`src/attn_consts.svh`:
```
// Attention engine sizes, matrix memory map and memory tag count
`ifndef ATTN_CONSTS_SVH
`define ATTN_CONSTS_SVH

// ------------------------------------------------------------
// Vector geometry
// ------------------------------------------------------------
`define MEM_BLOCKS_PER_VECTOR 2   // Memory blocks per vector
`define MEM_BLOCK_SIZE_BYTES  8   // Bytes per block
`define VECTOR_ELEMS          16  // Signed 8-bit elements per vector
`define MAX_SEQ_LENGTH        4   // Vectors per matrix

`define NUM_MEM_TAGS          15  // Loads the memory can hold in flight

// ------------------------------------------------------------
// Matrix base byte addresses
// ------------------------------------------------------------
`define K_BASE 16'h000
`define V_BASE 16'h100
`define Q_BASE 16'h200
`define O_BASE 16'h300  // Output rows written back here

`endif

```
`src/attn_pkg.sv`:
```
// Shared attention engine types: addresses, tags, memory blocks, commands and vectors
`include "attn_consts.svh"

package attn_pkg;

    typedef logic [15:0] addr_t;     // Byte address
    typedef logic [3:0]  mem_tag_t;  // 0 means no transaction

    // One memory block, whole or by byte
    typedef union packed {
        logic [`MEM_BLOCK_SIZE_BYTES-1:0][7:0] byte_level;
        logic [8*`MEM_BLOCK_SIZE_BYTES-1:0]    dword;
    } mem_block_t;

    // Memory command
    typedef enum logic [1:0] {
        MEM_NONE  = 2'h0,
        MEM_LOAD  = 2'h1,
        MEM_STORE = 2'h2
    } mem_command_e;

    // ------------------------------------------------------------
    // Vector side
    // ------------------------------------------------------------
    typedef logic [`VECTOR_ELEMS-1:0][7:0] vector_t;  // 16 bytes, element e at byte e

    typedef logic [$clog2(`MAX_SEQ_LENGTH)-1:0] seq_idx_t;  // Row index in a matrix

endpackage

```
`src/vector_store.sv`:
```
// Vector store: one matrix of rows, filled over valid/ready and read by row index
`timescale 1ns/1ps
`include "attn_consts.svh"

module vector_store (
    input  logic               clk,
    input  logic               rst,
    input  logic               fill_vld,
    output logic               fill_rdy,
    input  attn_pkg::vector_t  fill_vector,
    output logic               full,
    input  attn_pkg::seq_idx_t rd_idx,
    output attn_pkg::vector_t  rd_vector
);
    import attn_pkg::*;

    vector_t  rows [`MAX_SEQ_LENGTH];  // Row storage
    seq_idx_t wr_ptr;                  // Next row slot
    logic     fill_fire;

    assign fill_rdy  = !full;                  // Accept until every slot is taken
    assign fill_fire = fill_vld && fill_rdy;
    assign rd_vector = rows[rd_idx];           // Combinational read for the core

    // Write pointer and full flag
    always_ff @(posedge clk) begin
        if (rst) begin
            wr_ptr <= '0;
            full   <= 1'b0;
        end else if (fill_fire) begin
            wr_ptr <= wr_ptr + 1'b1;  // Wraps to 0 on the last row
            if (wr_ptr == seq_idx_t'(`MAX_SEQ_LENGTH - 1)) begin
                full <= 1'b1;
            end
        end
    end

    always_ff @(posedge clk) begin
        if (fill_fire) begin
            rows[wr_ptr] <= fill_vector;
        end
    end

endmodule

```
`src/attn_core.sv`:
```
// Attention core: scores each query against all keys and sums score-weighted value rows
`timescale 1ns/1ps
`include "attn_consts.svh"

module attn_core (
    input  logic               clk,
    input  logic               rst,
    input  logic               q_full,
    output attn_pkg::seq_idx_t q_idx,
    output attn_pkg::seq_idx_t k_idx,
    output attn_pkg::seq_idx_t v_idx,
    input  attn_pkg::vector_t  q_vector,
    input  attn_pkg::vector_t  k_vector,
    input  attn_pkg::vector_t  v_vector,
    output logic               o_vld,
    input  logic               o_rdy,
    output attn_pkg::vector_t  o_vector
);
    import attn_pkg::*;

    localparam seq_idx_t LAST_IDX = seq_idx_t'(`MAX_SEQ_LENGTH - 1);

    typedef enum logic [2:0] {
        ST_IDLE,  // Waiting for the Q store to fill
        ST_RUN,   // One key per cycle
        ST_TAIL,  // Last multiply-accumulate
        ST_OUT,   // Finished row offered
        ST_STOP   // All rows written out
    } state_e;

    state_e     state;
    seq_idx_t   row;        // Query index i
    seq_idx_t   key;        // Key index j
    seq_idx_t   v_key;      // Key of the score in the pipeline register
    logic       mac_vld;    // score_q holds a live score
    logic [7:0] score;
    logic [7:0] score_q;
    vector_t    acc;        // Sixteen wrapping 8-bit accumulators
    logic       o_fire;

    assign q_idx    = row;
    assign k_idx    = key;
    assign v_idx    = v_key;    // V read one cycle behind K
    assign o_vld    = (state == ST_OUT);
    assign o_vector = acc;
    assign o_fire   = o_vld && o_rdy;

    // ------------------------------------------------------------
    // Score stage: Q[i] . K[j], low 8 bits only
    // ------------------------------------------------------------
    always_comb begin
        score = '0;
        for (int e = 0; e < `VECTOR_ELEMS; e++) begin
            score = score + q_vector[e] * k_vector[e];  // Wraps, sign irrelevant in low byte
        end
    end

    always_ff @(posedge clk) begin
        score_q <= score;
    end

    // ------------------------------------------------------------
    // Row and key walk
    // ------------------------------------------------------------
    always_ff @(posedge clk) begin
        if (rst) begin
            state   <= ST_IDLE;
            row     <= '0;
            key     <= '0;
            v_key   <= '0;
            mac_vld <= 1'b0;
        end else begin
            mac_vld <= (state == ST_RUN);
            case (state)
                ST_IDLE: if (q_full) state <= ST_RUN;  // K and V loaded before Q
                ST_RUN: begin
                    v_key <= key;
                    key   <= key + 1'b1;             // Back to 0 after the last key
                    if (key == LAST_IDX) state <= ST_TAIL;
                end
                ST_TAIL: state <= ST_OUT;
                ST_OUT: begin
                    if (o_rdy) begin
                        if (row == LAST_IDX) begin
                            state <= ST_STOP;
                        end else begin
                            row   <= row + 1'b1;
                            state <= ST_RUN;     // Next row right after handshake
                        end
                    end
                end
                default: state <= ST_STOP;
            endcase
        end
    end

    // Accumulate stage, cleared once the row is taken
    always_ff @(posedge clk) begin
        if (rst || o_fire) begin
            acc <= '0;
        end else if (mac_vld) begin
            for (int e = 0; e < `VECTOR_ELEMS; e++) begin
                acc[e] <= acc[e] + score_q * v_vector[e];
            end
        end
    end

endmodule

```
`src/memory_controller.sv`:
```
// Memory controller: streams K, V, Q rows in from tagged memory and writes output rows back
`timescale 1ns/1ps
`include "attn_consts.svh"

module memory_controller (
    input  logic                   clk,
    input  logic                   rst,
    input  attn_pkg::mem_tag_t     mem2proc_transaction_tag,
    input  attn_pkg::mem_block_t   mem2proc_data,
    input  attn_pkg::mem_tag_t     mem2proc_data_tag,
    output attn_pkg::mem_command_e proc2mem_command,
    output attn_pkg::addr_t        proc2mem_addr,
    output attn_pkg::mem_block_t   proc2mem_data,
    output logic                   k_vld,
    output logic                   v_vld,
    output logic                   q_vld,
    input  logic                   k_rdy,
    input  logic                   v_rdy,
    input  logic                   q_rdy,
    output attn_pkg::vector_t      loaded_vector,
    output logic                   o_rdy,
    input  logic                   o_vld,
    input  attn_pkg::vector_t      drained_vector,
    output logic                   done
);
    import attn_pkg::*;

    localparam int BLK_BYTES = `MEM_BLOCK_SIZE_BYTES;
    localparam int VEC_BYTES = `MEM_BLOCKS_PER_VECTOR * `MEM_BLOCK_SIZE_BYTES;
    localparam int BLK_W     = $clog2(`MEM_BLOCKS_PER_VECTOR);
    localparam int FIFO_W    = $clog2(`NUM_MEM_TAGS + 1);
    localparam seq_idx_t           LAST_VEC = seq_idx_t'(`MAX_SEQ_LENGTH - 1);
    localparam logic [BLK_W-1:0]   LAST_BLK = BLK_W'(`MEM_BLOCKS_PER_VECTOR - 1);
    localparam logic [BLK_W:0]     BLK_FULL = (BLK_W + 1)'(`MEM_BLOCKS_PER_VECTOR);

    typedef enum logic [2:0] {
        PH_RESET, PH_LOAD_K, PH_LOAD_V, PH_LOAD_Q, PH_DRAIN_O, PH_DONE
    } phase_e;

    phase_e            phase, phase_n;
    vector_t           vec_buf, vec_buf_n;        // Assembled or drained row
    seq_idx_t          vec_idx, vec_idx_n;        // Row handed over or stored
    logic [BLK_W:0]    blk_cnt, blk_cnt_n;        // Blocks held in vec_buf
    logic [BLK_W-1:0]  blk_pos, blk_pos_n;        // Next block slot of vec_buf
    seq_idx_t          fetch_vec, fetch_vec_n;    // Load issue position
    logic [BLK_W-1:0]  fetch_blk, fetch_blk_n;
    logic              fetch_done, fetch_done_n;  // Whole matrix issued
    mem_tag_t          tag_fifo [2**FIFO_W];      // Expected return tags in order
    logic [FIFO_W-1:0] tag_head, tag_head_n, tag_tail, tag_tail_n;
    logic              loading, buf_full, buf_empty, tags_empty, tags_full;
    logic              issue, ret, sel_rdy, fill_fire;
    addr_t             base;

    assign loading    = (phase == PH_LOAD_K) || (phase == PH_LOAD_V) || (phase == PH_LOAD_Q);
    assign buf_full   = (blk_cnt == BLK_FULL);
    assign buf_empty  = (blk_cnt == '0);
    assign tags_empty = (tag_head == tag_tail);
    assign tags_full  = (FIFO_W'(tag_tail + 1'b1) == tag_head);
    assign issue      = loading && !fetch_done && !tags_full;  // One load per cycle
    assign ret        = loading && !tags_empty && (mem2proc_data_tag == tag_fifo[tag_head]);
    assign fill_fire  = loading && buf_full && sel_rdy;

    // ------------------------------------------------------------
    // Store handshakes and status
    // ------------------------------------------------------------
    assign k_vld         = buf_full && (phase == PH_LOAD_K);
    assign v_vld         = buf_full && (phase == PH_LOAD_V);
    assign q_vld         = buf_full && (phase == PH_LOAD_Q);
    assign o_rdy         = buf_empty && (phase == PH_DRAIN_O);
    assign loaded_vector = vec_buf;
    assign done          = (phase == PH_DONE);

    always_comb begin
        case (phase)
            PH_LOAD_K: sel_rdy = k_rdy;
            PH_LOAD_V: sel_rdy = v_rdy;
            PH_LOAD_Q: sel_rdy = q_rdy;
            default:   sel_rdy = 1'b0;
        endcase
    end

    // Memory command, address and store data
    always_comb begin
        case (phase)
            PH_LOAD_K: base = `K_BASE;
            PH_LOAD_V: base = `V_BASE;
            PH_LOAD_Q: base = `Q_BASE;
            default:   base = `O_BASE;
        endcase
        if (loading) begin                  // Fetch side runs ahead of returns
            proc2mem_addr = base + addr_t'(int'(fetch_vec) * VEC_BYTES
                                           + int'(fetch_blk) * BLK_BYTES);
        end else begin
            proc2mem_addr = base + addr_t'(int'(vec_idx) * VEC_BYTES
                                           + int'(blk_pos) * BLK_BYTES);
        end
        if (issue)                                        proc2mem_command = MEM_LOAD;
        else if ((phase == PH_DRAIN_O) && !buf_empty)     proc2mem_command = MEM_STORE;
        else                                              proc2mem_command = MEM_NONE;
        proc2mem_data = '0;
        if (phase == PH_DRAIN_O) begin
            for (int b = 0; b < BLK_BYTES; b++) begin
                proc2mem_data.byte_level[b] = vec_buf[int'(blk_pos) * BLK_BYTES + b];
            end
        end
    end

    // ------------------------------------------------------------
    // Phase and buffer next state
    // ------------------------------------------------------------
    always_comb begin
        phase_n      = phase;
        vec_buf_n    = vec_buf;
        vec_idx_n    = vec_idx;
        blk_cnt_n    = blk_cnt;
        blk_pos_n    = blk_pos;
        fetch_vec_n  = fetch_vec;
        fetch_blk_n  = fetch_blk;
        fetch_done_n = fetch_done;
        tag_head_n   = tag_head;
        tag_tail_n   = tag_tail;
        if (phase == PH_RESET) phase_n = PH_LOAD_K;
        if (issue) begin
            tag_tail_n  = tag_tail + 1'b1;
            fetch_blk_n = fetch_blk + 1'b1;
            if (fetch_blk == LAST_BLK) begin
                fetch_vec_n = fetch_vec + 1'b1;
                if (fetch_vec == LAST_VEC) fetch_done_n = 1'b1;
            end
        end
        if (fill_fire) begin              // Row taken by its store
            blk_cnt_n = '0;
            vec_idx_n = vec_idx + 1'b1;
            if (vec_idx == LAST_VEC) begin
                fetch_done_n = 1'b0;
                phase_n = (phase == PH_LOAD_K) ? PH_LOAD_V :
                          (phase == PH_LOAD_V) ? PH_LOAD_Q : PH_DRAIN_O;
            end
        end
        if (ret) begin                    // Pack block into its slot
            for (int b = 0; b < BLK_BYTES; b++) begin
                vec_buf_n[int'(blk_pos) * BLK_BYTES + b] = mem2proc_data.byte_level[b];
            end
            blk_pos_n  = blk_pos + 1'b1;
            blk_cnt_n  = blk_cnt_n + 1'b1;
            tag_head_n = tag_head + 1'b1;
        end
        if (phase == PH_DRAIN_O) begin
            if (buf_empty && o_vld) begin
                vec_buf_n = drained_vector;
                blk_cnt_n = BLK_FULL;
            end else if (!buf_empty) begin  // Store issued this cycle
                blk_pos_n = blk_pos + 1'b1;
                blk_cnt_n = blk_cnt - 1'b1;
                if (blk_cnt == 1) begin
                    vec_idx_n = vec_idx + 1'b1;
                    if (vec_idx == LAST_VEC) phase_n = PH_DONE;
                end
            end
        end
    end

    always_ff @(posedge clk) begin
        if (issue) tag_fifo[tag_tail] <= mem2proc_transaction_tag;
        vec_buf <= vec_buf_n;
    end

    always_ff @(posedge clk) begin
        if (rst) begin
            phase      <= PH_RESET;
            vec_idx    <= '0;
            blk_cnt    <= '0;
            blk_pos    <= '0;
            fetch_vec  <= '0;
            fetch_blk  <= '0;
            fetch_done <= 1'b0;
            tag_head   <= '0;
            tag_tail   <= '0;
        end else begin
            phase      <= phase_n;
            vec_idx    <= vec_idx_n;
            blk_cnt    <= blk_cnt_n;
            blk_pos    <= blk_pos_n;
            fetch_vec  <= fetch_vec_n;
            fetch_blk  <= fetch_blk_n;
            fetch_done <= fetch_done_n;
            tag_head   <= tag_head_n;
            tag_tail   <= tag_tail_n;
        end
    end

endmodule

```
`src/attn_top.sv`:
```
// Attention engine top: memory controller, K/V/Q vector stores and the attention core
`timescale 1ns/1ps

module attn_top (
    input  logic                   clk,
    input  logic                   rst,
    input  attn_pkg::mem_tag_t     mem2proc_transaction_tag,
    input  attn_pkg::mem_block_t   mem2proc_data,
    input  attn_pkg::mem_tag_t     mem2proc_data_tag,
    output attn_pkg::mem_command_e proc2mem_command,
    output attn_pkg::addr_t        proc2mem_addr,
    output attn_pkg::mem_block_t   proc2mem_data,
    output logic                   done
);
    import attn_pkg::*;

    logic     k_vld, v_vld, q_vld;       // Fill valids, one per store
    logic     k_rdy, v_rdy, q_rdy;
    vector_t  loaded_vector;             // Shared fill row
    logic     q_full;                    // Core start
    seq_idx_t q_idx, k_idx, v_idx;
    vector_t  q_vector, k_vector, v_vector;
    logic     o_vld, o_rdy;
    vector_t  o_vector;

    // ------------------------------------------------------------
    // Load and store path
    // ------------------------------------------------------------
    memory_controller i_mem_ctrl (
        .clk, .rst, .mem2proc_transaction_tag, .mem2proc_data, .mem2proc_data_tag,
        .proc2mem_command, .proc2mem_addr, .proc2mem_data,
        .k_vld, .v_vld, .q_vld, .k_rdy, .v_rdy, .q_rdy, .loaded_vector,
        .o_rdy, .o_vld, .drained_vector(o_vector), .done
    );

    // K and V full flags not needed, load order fills them before Q
    vector_store k_store (.clk, .rst, .fill_vld(k_vld), .fill_rdy(k_rdy),
        .fill_vector(loaded_vector), .full(), .rd_idx(k_idx), .rd_vector(k_vector));
    vector_store v_store (.clk, .rst, .fill_vld(v_vld), .fill_rdy(v_rdy),
        .fill_vector(loaded_vector), .full(), .rd_idx(v_idx), .rd_vector(v_vector));
    vector_store q_store (.clk, .rst, .fill_vld(q_vld), .fill_rdy(q_rdy),
        .fill_vector(loaded_vector), .full(q_full), .rd_idx(q_idx), .rd_vector(q_vector));

    // Compute
    attn_core i_core (
        .clk, .rst, .q_full, .q_idx, .k_idx, .v_idx,
        .q_vector, .k_vector, .v_vector, .o_vld, .o_rdy, .o_vector
    );

endmodule

```
`config.mk`:
```
export PLATFORM = sky130hd
export DESIGN_NAME = attn_top
export DESIGN_NICKNAME = d
export VERILOG_FILES = /design/src/attn_pkg.sv /design/src/vector_store.sv /design/src/attn_core.sv /design/src/memory_controller.sv /design/src/attn_top.sv
export VERILOG_INCLUDE_DIRS = /design/src /design/src/src
export SDC_FILE = /design/constraint.sdc
export NUM_CORES = 2
export LEC_CHECK = 0
export BUFFER_PORTS_ARGS = -buffer_cell sky130_fd_sc_hd__buf_2
export CAP_MARGIN = 20
export CORE_ASPECT_RATIO = 0.75
export CORE_MARGIN = 2
export CORE_UTILIZATION = 55
export CTS_BUF_LIST = sky130_fd_sc_hd__clkbuf_8 sky130_fd_sc_hd__clkbuf_16
export DETAILED_ROUTE_END_ITERATION = 7
export PLACE_DENSITY = 0.72
export SYNTH_ARGS = -nofsm -noshare
export SYNTH_HDL_FRONTEND = slang
export SYNTH_SLANG_ARGS = --single-unit
```
`constraint.sdc`:
```
create_clock -name clk -period 18.52 [get_ports clk]
set_clock_uncertainty 0.15 [all_clocks]
set_input_delay 0.926 -clock clk [delete_from_list [all_inputs] [get_ports clk]]
set_output_delay 0.926 -clock clk [all_outputs]
set_load 0.03 [all_outputs]
```
## Word-level counts from Yosys, hierarchy flattened

Memories as Yosys holds them, arrays and structs flattened. A register that Yosys moved wholly into a read port is not among the register bits.
Index checks and enable logic that the tools add are counted.

- Add/subtract/negate cells: 55
- Multipliers: 32
- Magnitude comparators: 16
- Equality and inequality tests: 23
- Multiplexer cells: 106
- Bitwise operators: 1
- Reduce and logical (&&, ||, !) cells: 43

Operators with widths:

| cell | number |
|---|---|
| $bwmux W128 | 8 |
| $mux W128 | 3 |
| $mul A8 B8 Y8 | 32 |
| $add A8 B8 Y8 | 31 |
| $bmux W8 S4 | 7 |
| $demux W8 S4 | 7 |
| $ge A32 B1 Y1 const B | 7 |
| $lt A32 B6 Y1 const B | 7 |
| $mux W8 | 24 |
| $mux W64 | 1 |
| $mux W3 | 14 |
| $mux W2 | 18 |
| $add A10 B16 Y16 | 2 |
| $pmux W10 S3 | 1 |
| $logic_and A1 B1 Y1 | 24 |
| $add A4 B3 Y5 const B | 4 |
| $mux W1 | 17 |
| $add A2 B1 Y2 const B | 8 |
| $eq A2 B2 Y1 const B | 8 |
| $mux W16 | 1 |
| $add A6 B4 Y7 | 2 |
| $eq A3 B2 Y1 const B | 4 |
| $eq A4 B4 Y1 | 3 |
| $pmux W3 S4 | 1 |
| 21 further kinds | 42 |

- Register bits: 303
- Bits in writable memories: 1600
- Bits of input ports: 74
- Output and inout bits: 83
- Word-level logic and storage cells: 333
- Memories kept: 4

Memories:

| name | words | width | read ports | clocked after memory_dff | wr ports | RTL line | text |
|---|---|---|---|---|---|---|---|
| k_store.rows | 4 | 128 | 1 | 1 | 1 | vector_store.sv:17 | `` vector_t rows [`MAX_SEQ_LENGTH]; `` |
| q_store.rows | 4 | 128 | 1 | 1 | 1 | vector_store.sv:17 |  |
| v_store.rows | 4 | 128 | 1 | 1 | 1 | vector_store.sv:17 |  |
| i_mem_ctrl.tag_fifo | 16 | 4 | 1 | 1 | 1 | memory_controller.sv:48 | `mem_tag_t tag_fifo [2**FIFO_W];` |

## Depth between registers and ports, before layout

- Word-level depth: 16
- Depth in mapped cells: 33
- Gate-level depth less buffers: 30

## By module

From an unflattened synthesis, not the netlist that was laid out.

- Cell total of the unflattened synthesis: 7491
- Area total of the unflattened synthesis: 104861.8 sq um

Modules (own cells, without submodules):

| module | times used | cells an instance | area an instance (sq um) | seq. area each (sq um) |
|---|---|---|---|---|
| vector_store | 3 | 689 | 18759.2 | 15434.8 |
| attn_core | 1 | 4417 | 38284.2 | 2922.8 |
| memory_controller | 1 | 1007 | 10299.9 | 4964.8 |

## Worst setup path before layout

Ideal clock, no wire load.

- Path kind: register -> register
- Start: register (tool-made name)
- End: register i_core.score_q[7]
- Library setup time: 0.130 ns
- Arrival time: 8.843 ns
- Required time: 18.240 ns
- Setup slack: 9.397 ns
- Cell stages (with the launch flop): 32
- Path buffers: 4
- Period minus slack after synthesis: 9.123 ns
- Path through: dfxtp_1 > buf_6 > buf_6 > buf_4 > buf_4 > mux4_2 > and2_1 > fa_1 > inv_1 > fa_1 > inv_1 > fa_1 > inv_1 > fa_1 > fa_1 > inv_1 > fa_1 > fa_1 > fa_1 > fa_1 > fa_1 > inv_1 > fa_1 > inv_1 > ha_1 > inv_1 > o21bai_1 > a21oi_1 > xnor2_1 > xnor2_1 > xnor3_1 > xnor3_1

RTL lines:

| item | RTL line | text |
|---|---|---|
| end signal: assignment | attn_core.sv:59 | `score_q <= score;` |
| end: declaration | attn_core.sv:37 | `logic [7:0] score_q;` |

==> qor.csv <==
metric,value,unit
hold_buffers,0,
drv_slew,0,
cpLargestDelayFamily,adder cells,
wl,279500,microns
hpwl,196600,microns
cellPowerDensity,84.32,nW/um^2
die_w,507.6,microns
synth-edff-count,1600,
grt_pass1_wl,415500,microns
start_util,55.39,%
wl_per_cell,27.08,microns
status,"complete, no violations",
path_clk_slew,70,ps
finalCritPeriodShare,56.87,%
cts_tree,built,
layout_commonest_cell,edfxtp_1,
ir_drop,0.09170,mV
hold_viol_final,0,
netlist_instances,7481,
post-place-ws,8088,ps
cpMostUsedCell,fa_1,
crit_required,19060,ps
maxCapViolCount,0,
layout_common_cells,"1,600 x edfxtp_1, 1,083 x inv_1, 810 x nand2_1",
cts_root_buffer,clkbuf_16,
syn_area,104600,sq um
clock.fmax,94.94,MHz
portBuffers,145,
ys_async_sr_fraction,0,%
coreArea,188900,sq um
std_cell_rows,138,
finalSetupViolCount,0,
max_stage_delay,760,ps
arrival,11070,ps
dp_cells,9972,
drt_iter0_drc,6594,
h-tree-depth,4,
multiInputGateArea,44980,sq um
seq_area_frac_synth,51.91,%
place.gp.congestion,0.9734,
timing.setup.tns,0,ps
seq_area,54360,sq um
grt_max_degree,143,
rsz0062_at_grt,false,
fillCellCount,14404,
relSlewSlack,28.31,%
worstSkewPairLatency,830,ps
p_leak,43.43,nW
nets,8854,
fin_ws,7987,ps
crit_buf_inv,8,
drc_errors,0,
die_area,193800,sq um
worst_pin_slew,1075,ps
drt_pass1_iterations,6,
synth_flop_cell,edfxtp_1,
antenna_found_initial,15,
synth_cell_type_count,56,
min_path_type,input pin to flop,
end_kind,flop,
vias_per_cell,5.845,
avgSynthCellArea,13.99,sq um
grt_pass1_vias,61929,
critical_path_class,flop to flop,
grt_util_all_layers,29.39,%
numCtsBuffers,183,
post-route-min-period,10530,ps
cts_resized,0,
start_kind,flop,
grt-ovfl-total,0,
worstPathMaxFanout,49,
drtAntennaViolNets,0,
drive_gt1_share,12.20,%
fin_util,60.43,%
cts_buffer_depth,3,
synth-seq-cells,1913,
num_vias,60325,
die_h,381.7,microns
numClockSinks,1913,
syn_to_final_growth,9.105,%
io_pins,157,
postCtsSetupBuffers,0,
fin_cells,10321,
crit_slowest_cell,buf_4,
synth_warnings,0,
==> synth_stat cells, drive strengths merged (2+ instances only) <==
cell type | count | area share [%]
nor2b | 2 | 0.012
nand3 | 3 | 0.026
nor2 | 256 | 0.93
mux2 | 3 | 0.032
xor2 | 77 | 0.64
a31oi | 3 | 0.018
a211oi | 32 | 0.23
mux2i | 299 | 2.9
inv | 1048 | 3.8
clkbuf | 145 | 0.52
xnor2 | 468 | 3.9
and2 | 496 | 3.0
o21ai | 131 | 0.63
nand2b | 5 | 0.030
dfxtp | 313 | 6.0
fa | 600 | 11
xnor3 | 13 | 0.28
a21o | 35 | 0.25
ha | 543 | 6.5
buf | 117 | 0.90
a21oi | 42 | 0.20
nor3b | 2 | 0.014
mux4 | 404 | 8.7
nand2 | 814 | 2.9
nor3 | 13 | 0.073
edfxtp | 1600 | 46
==> metal layers <==
metal | global-route usage (%) | vias to the layer above | part of all wire, %
met4 | 7.711 | 2 | 2.9
met5 | 0 | - | 0.0043
met3 | 5.645 | 371 | 8.9
li1 | - | 25740 | -
met1 | 43.90 | 31477 | 43
met2 | 44.47 | 2735 | 45
==> worst min-delay path, delay by kind of cell <==
kind	cells	cell delay, ps
buffers and inverters	1	90
AOI/OAI and AO/OA	1	100
muxes	1	60
==> path summary, 6_finish.rpt <==
| check | from | to | slack (ps) | depth (start not counted) |
|---|---|---|---|---|
| setup / recovery | flop | i_core.score_q[7]$_DFF_P_ | 7990 | 28 |
| hold / removal | mem2proc_data[18] | i_mem_ctrl.loaded_vector[18]$_DFF_P_ | 230 | 3 |
| setup reg to reg | flop | i_core.score_q[7]$_DFF_P_ | 7990 | 28 |
| hold reg to reg | i_core.o_vector[13]$_SDFFE_PP0P_ | i_mem_ctrl.loaded_vector[13]$_DFF_P_ | 300 | 2 |
==> final cells by class <==
| type | count | share of cell area [%] |
|---|---|---|
| Clock buffer | 200 | 4.236 |
| Tap cell | 2520 | 2.762 |
| Multi-Input combinational cell | 4268 | 39.40 |
| Sequential cell | 1913 | 47.62 |
| Timing Repair Buffer | 223 | 1.182 |
| Antenna cell | 6 | 0.01315 |
| Inverter | 1048 | 3.446 |
| Clock inverter | 143 | 1.337 |
==> kinds of logic (layout without fill, tap and decap cells) <==
family	after synthesis	in the layout	synth area share, %
AOI/OAI and AO/OA	252	252	1.414
DFF	1913	1913	51.91
adders and majority gates	1143	1143	17.97
buffers and inverters	1310	1614	5.179
and+or+nand+nor	1598	1598	7.041
muxes	706	706	11.63
xor gates and xnor gates	558	558	4.849
other	1	17	0.003584
==> sequential cells by signal (all words and copies together) (netlist names), 3 cells and up, named ones only <==
| register | count |
|---|---|
| k_store.rows | 512 |
| q_store.rows | 512 |
| v_store.rows | 512 |
| i_core.o_vector | 128 |
| i_mem_ctrl.loaded_vector | 128 |
| i_mem_ctrl.tag_fifo | 64 |
| i_core.score_q | 8 |
| i_mem_ctrl.tag_head | 4 |
| i_mem_ctrl.tag_tail | 4 |
| i_core.state | 3 |
| i_mem_ctrl.phase | 3 |
==> where the power goes <==
part	switching [W]	internal [W]	total (W)
registers	0.000340	0.00489	0.00523
clock network	0.00171	0.00222	0.00393
logic	0.000280	0.000182	0.000462
total	0.00233	0.00730	0.00963
==> metrics by stage <==
stage | total power (W) | hold slack, ps | instance area [sq um]
floorplan | 0.005407 | 290.8 | 104700
global placement | 0.005751 | 301.9 | 107800
detailed placement | 0.005779 | 310.1 | 107800
CTS | 0.009671 | 188.3 | 114100
global route | 0.009896 | 215.8 | 114100
finish | 0.009625 | 233.3 | 114200
Note: power is estimated with default switching activity, not from simulation.
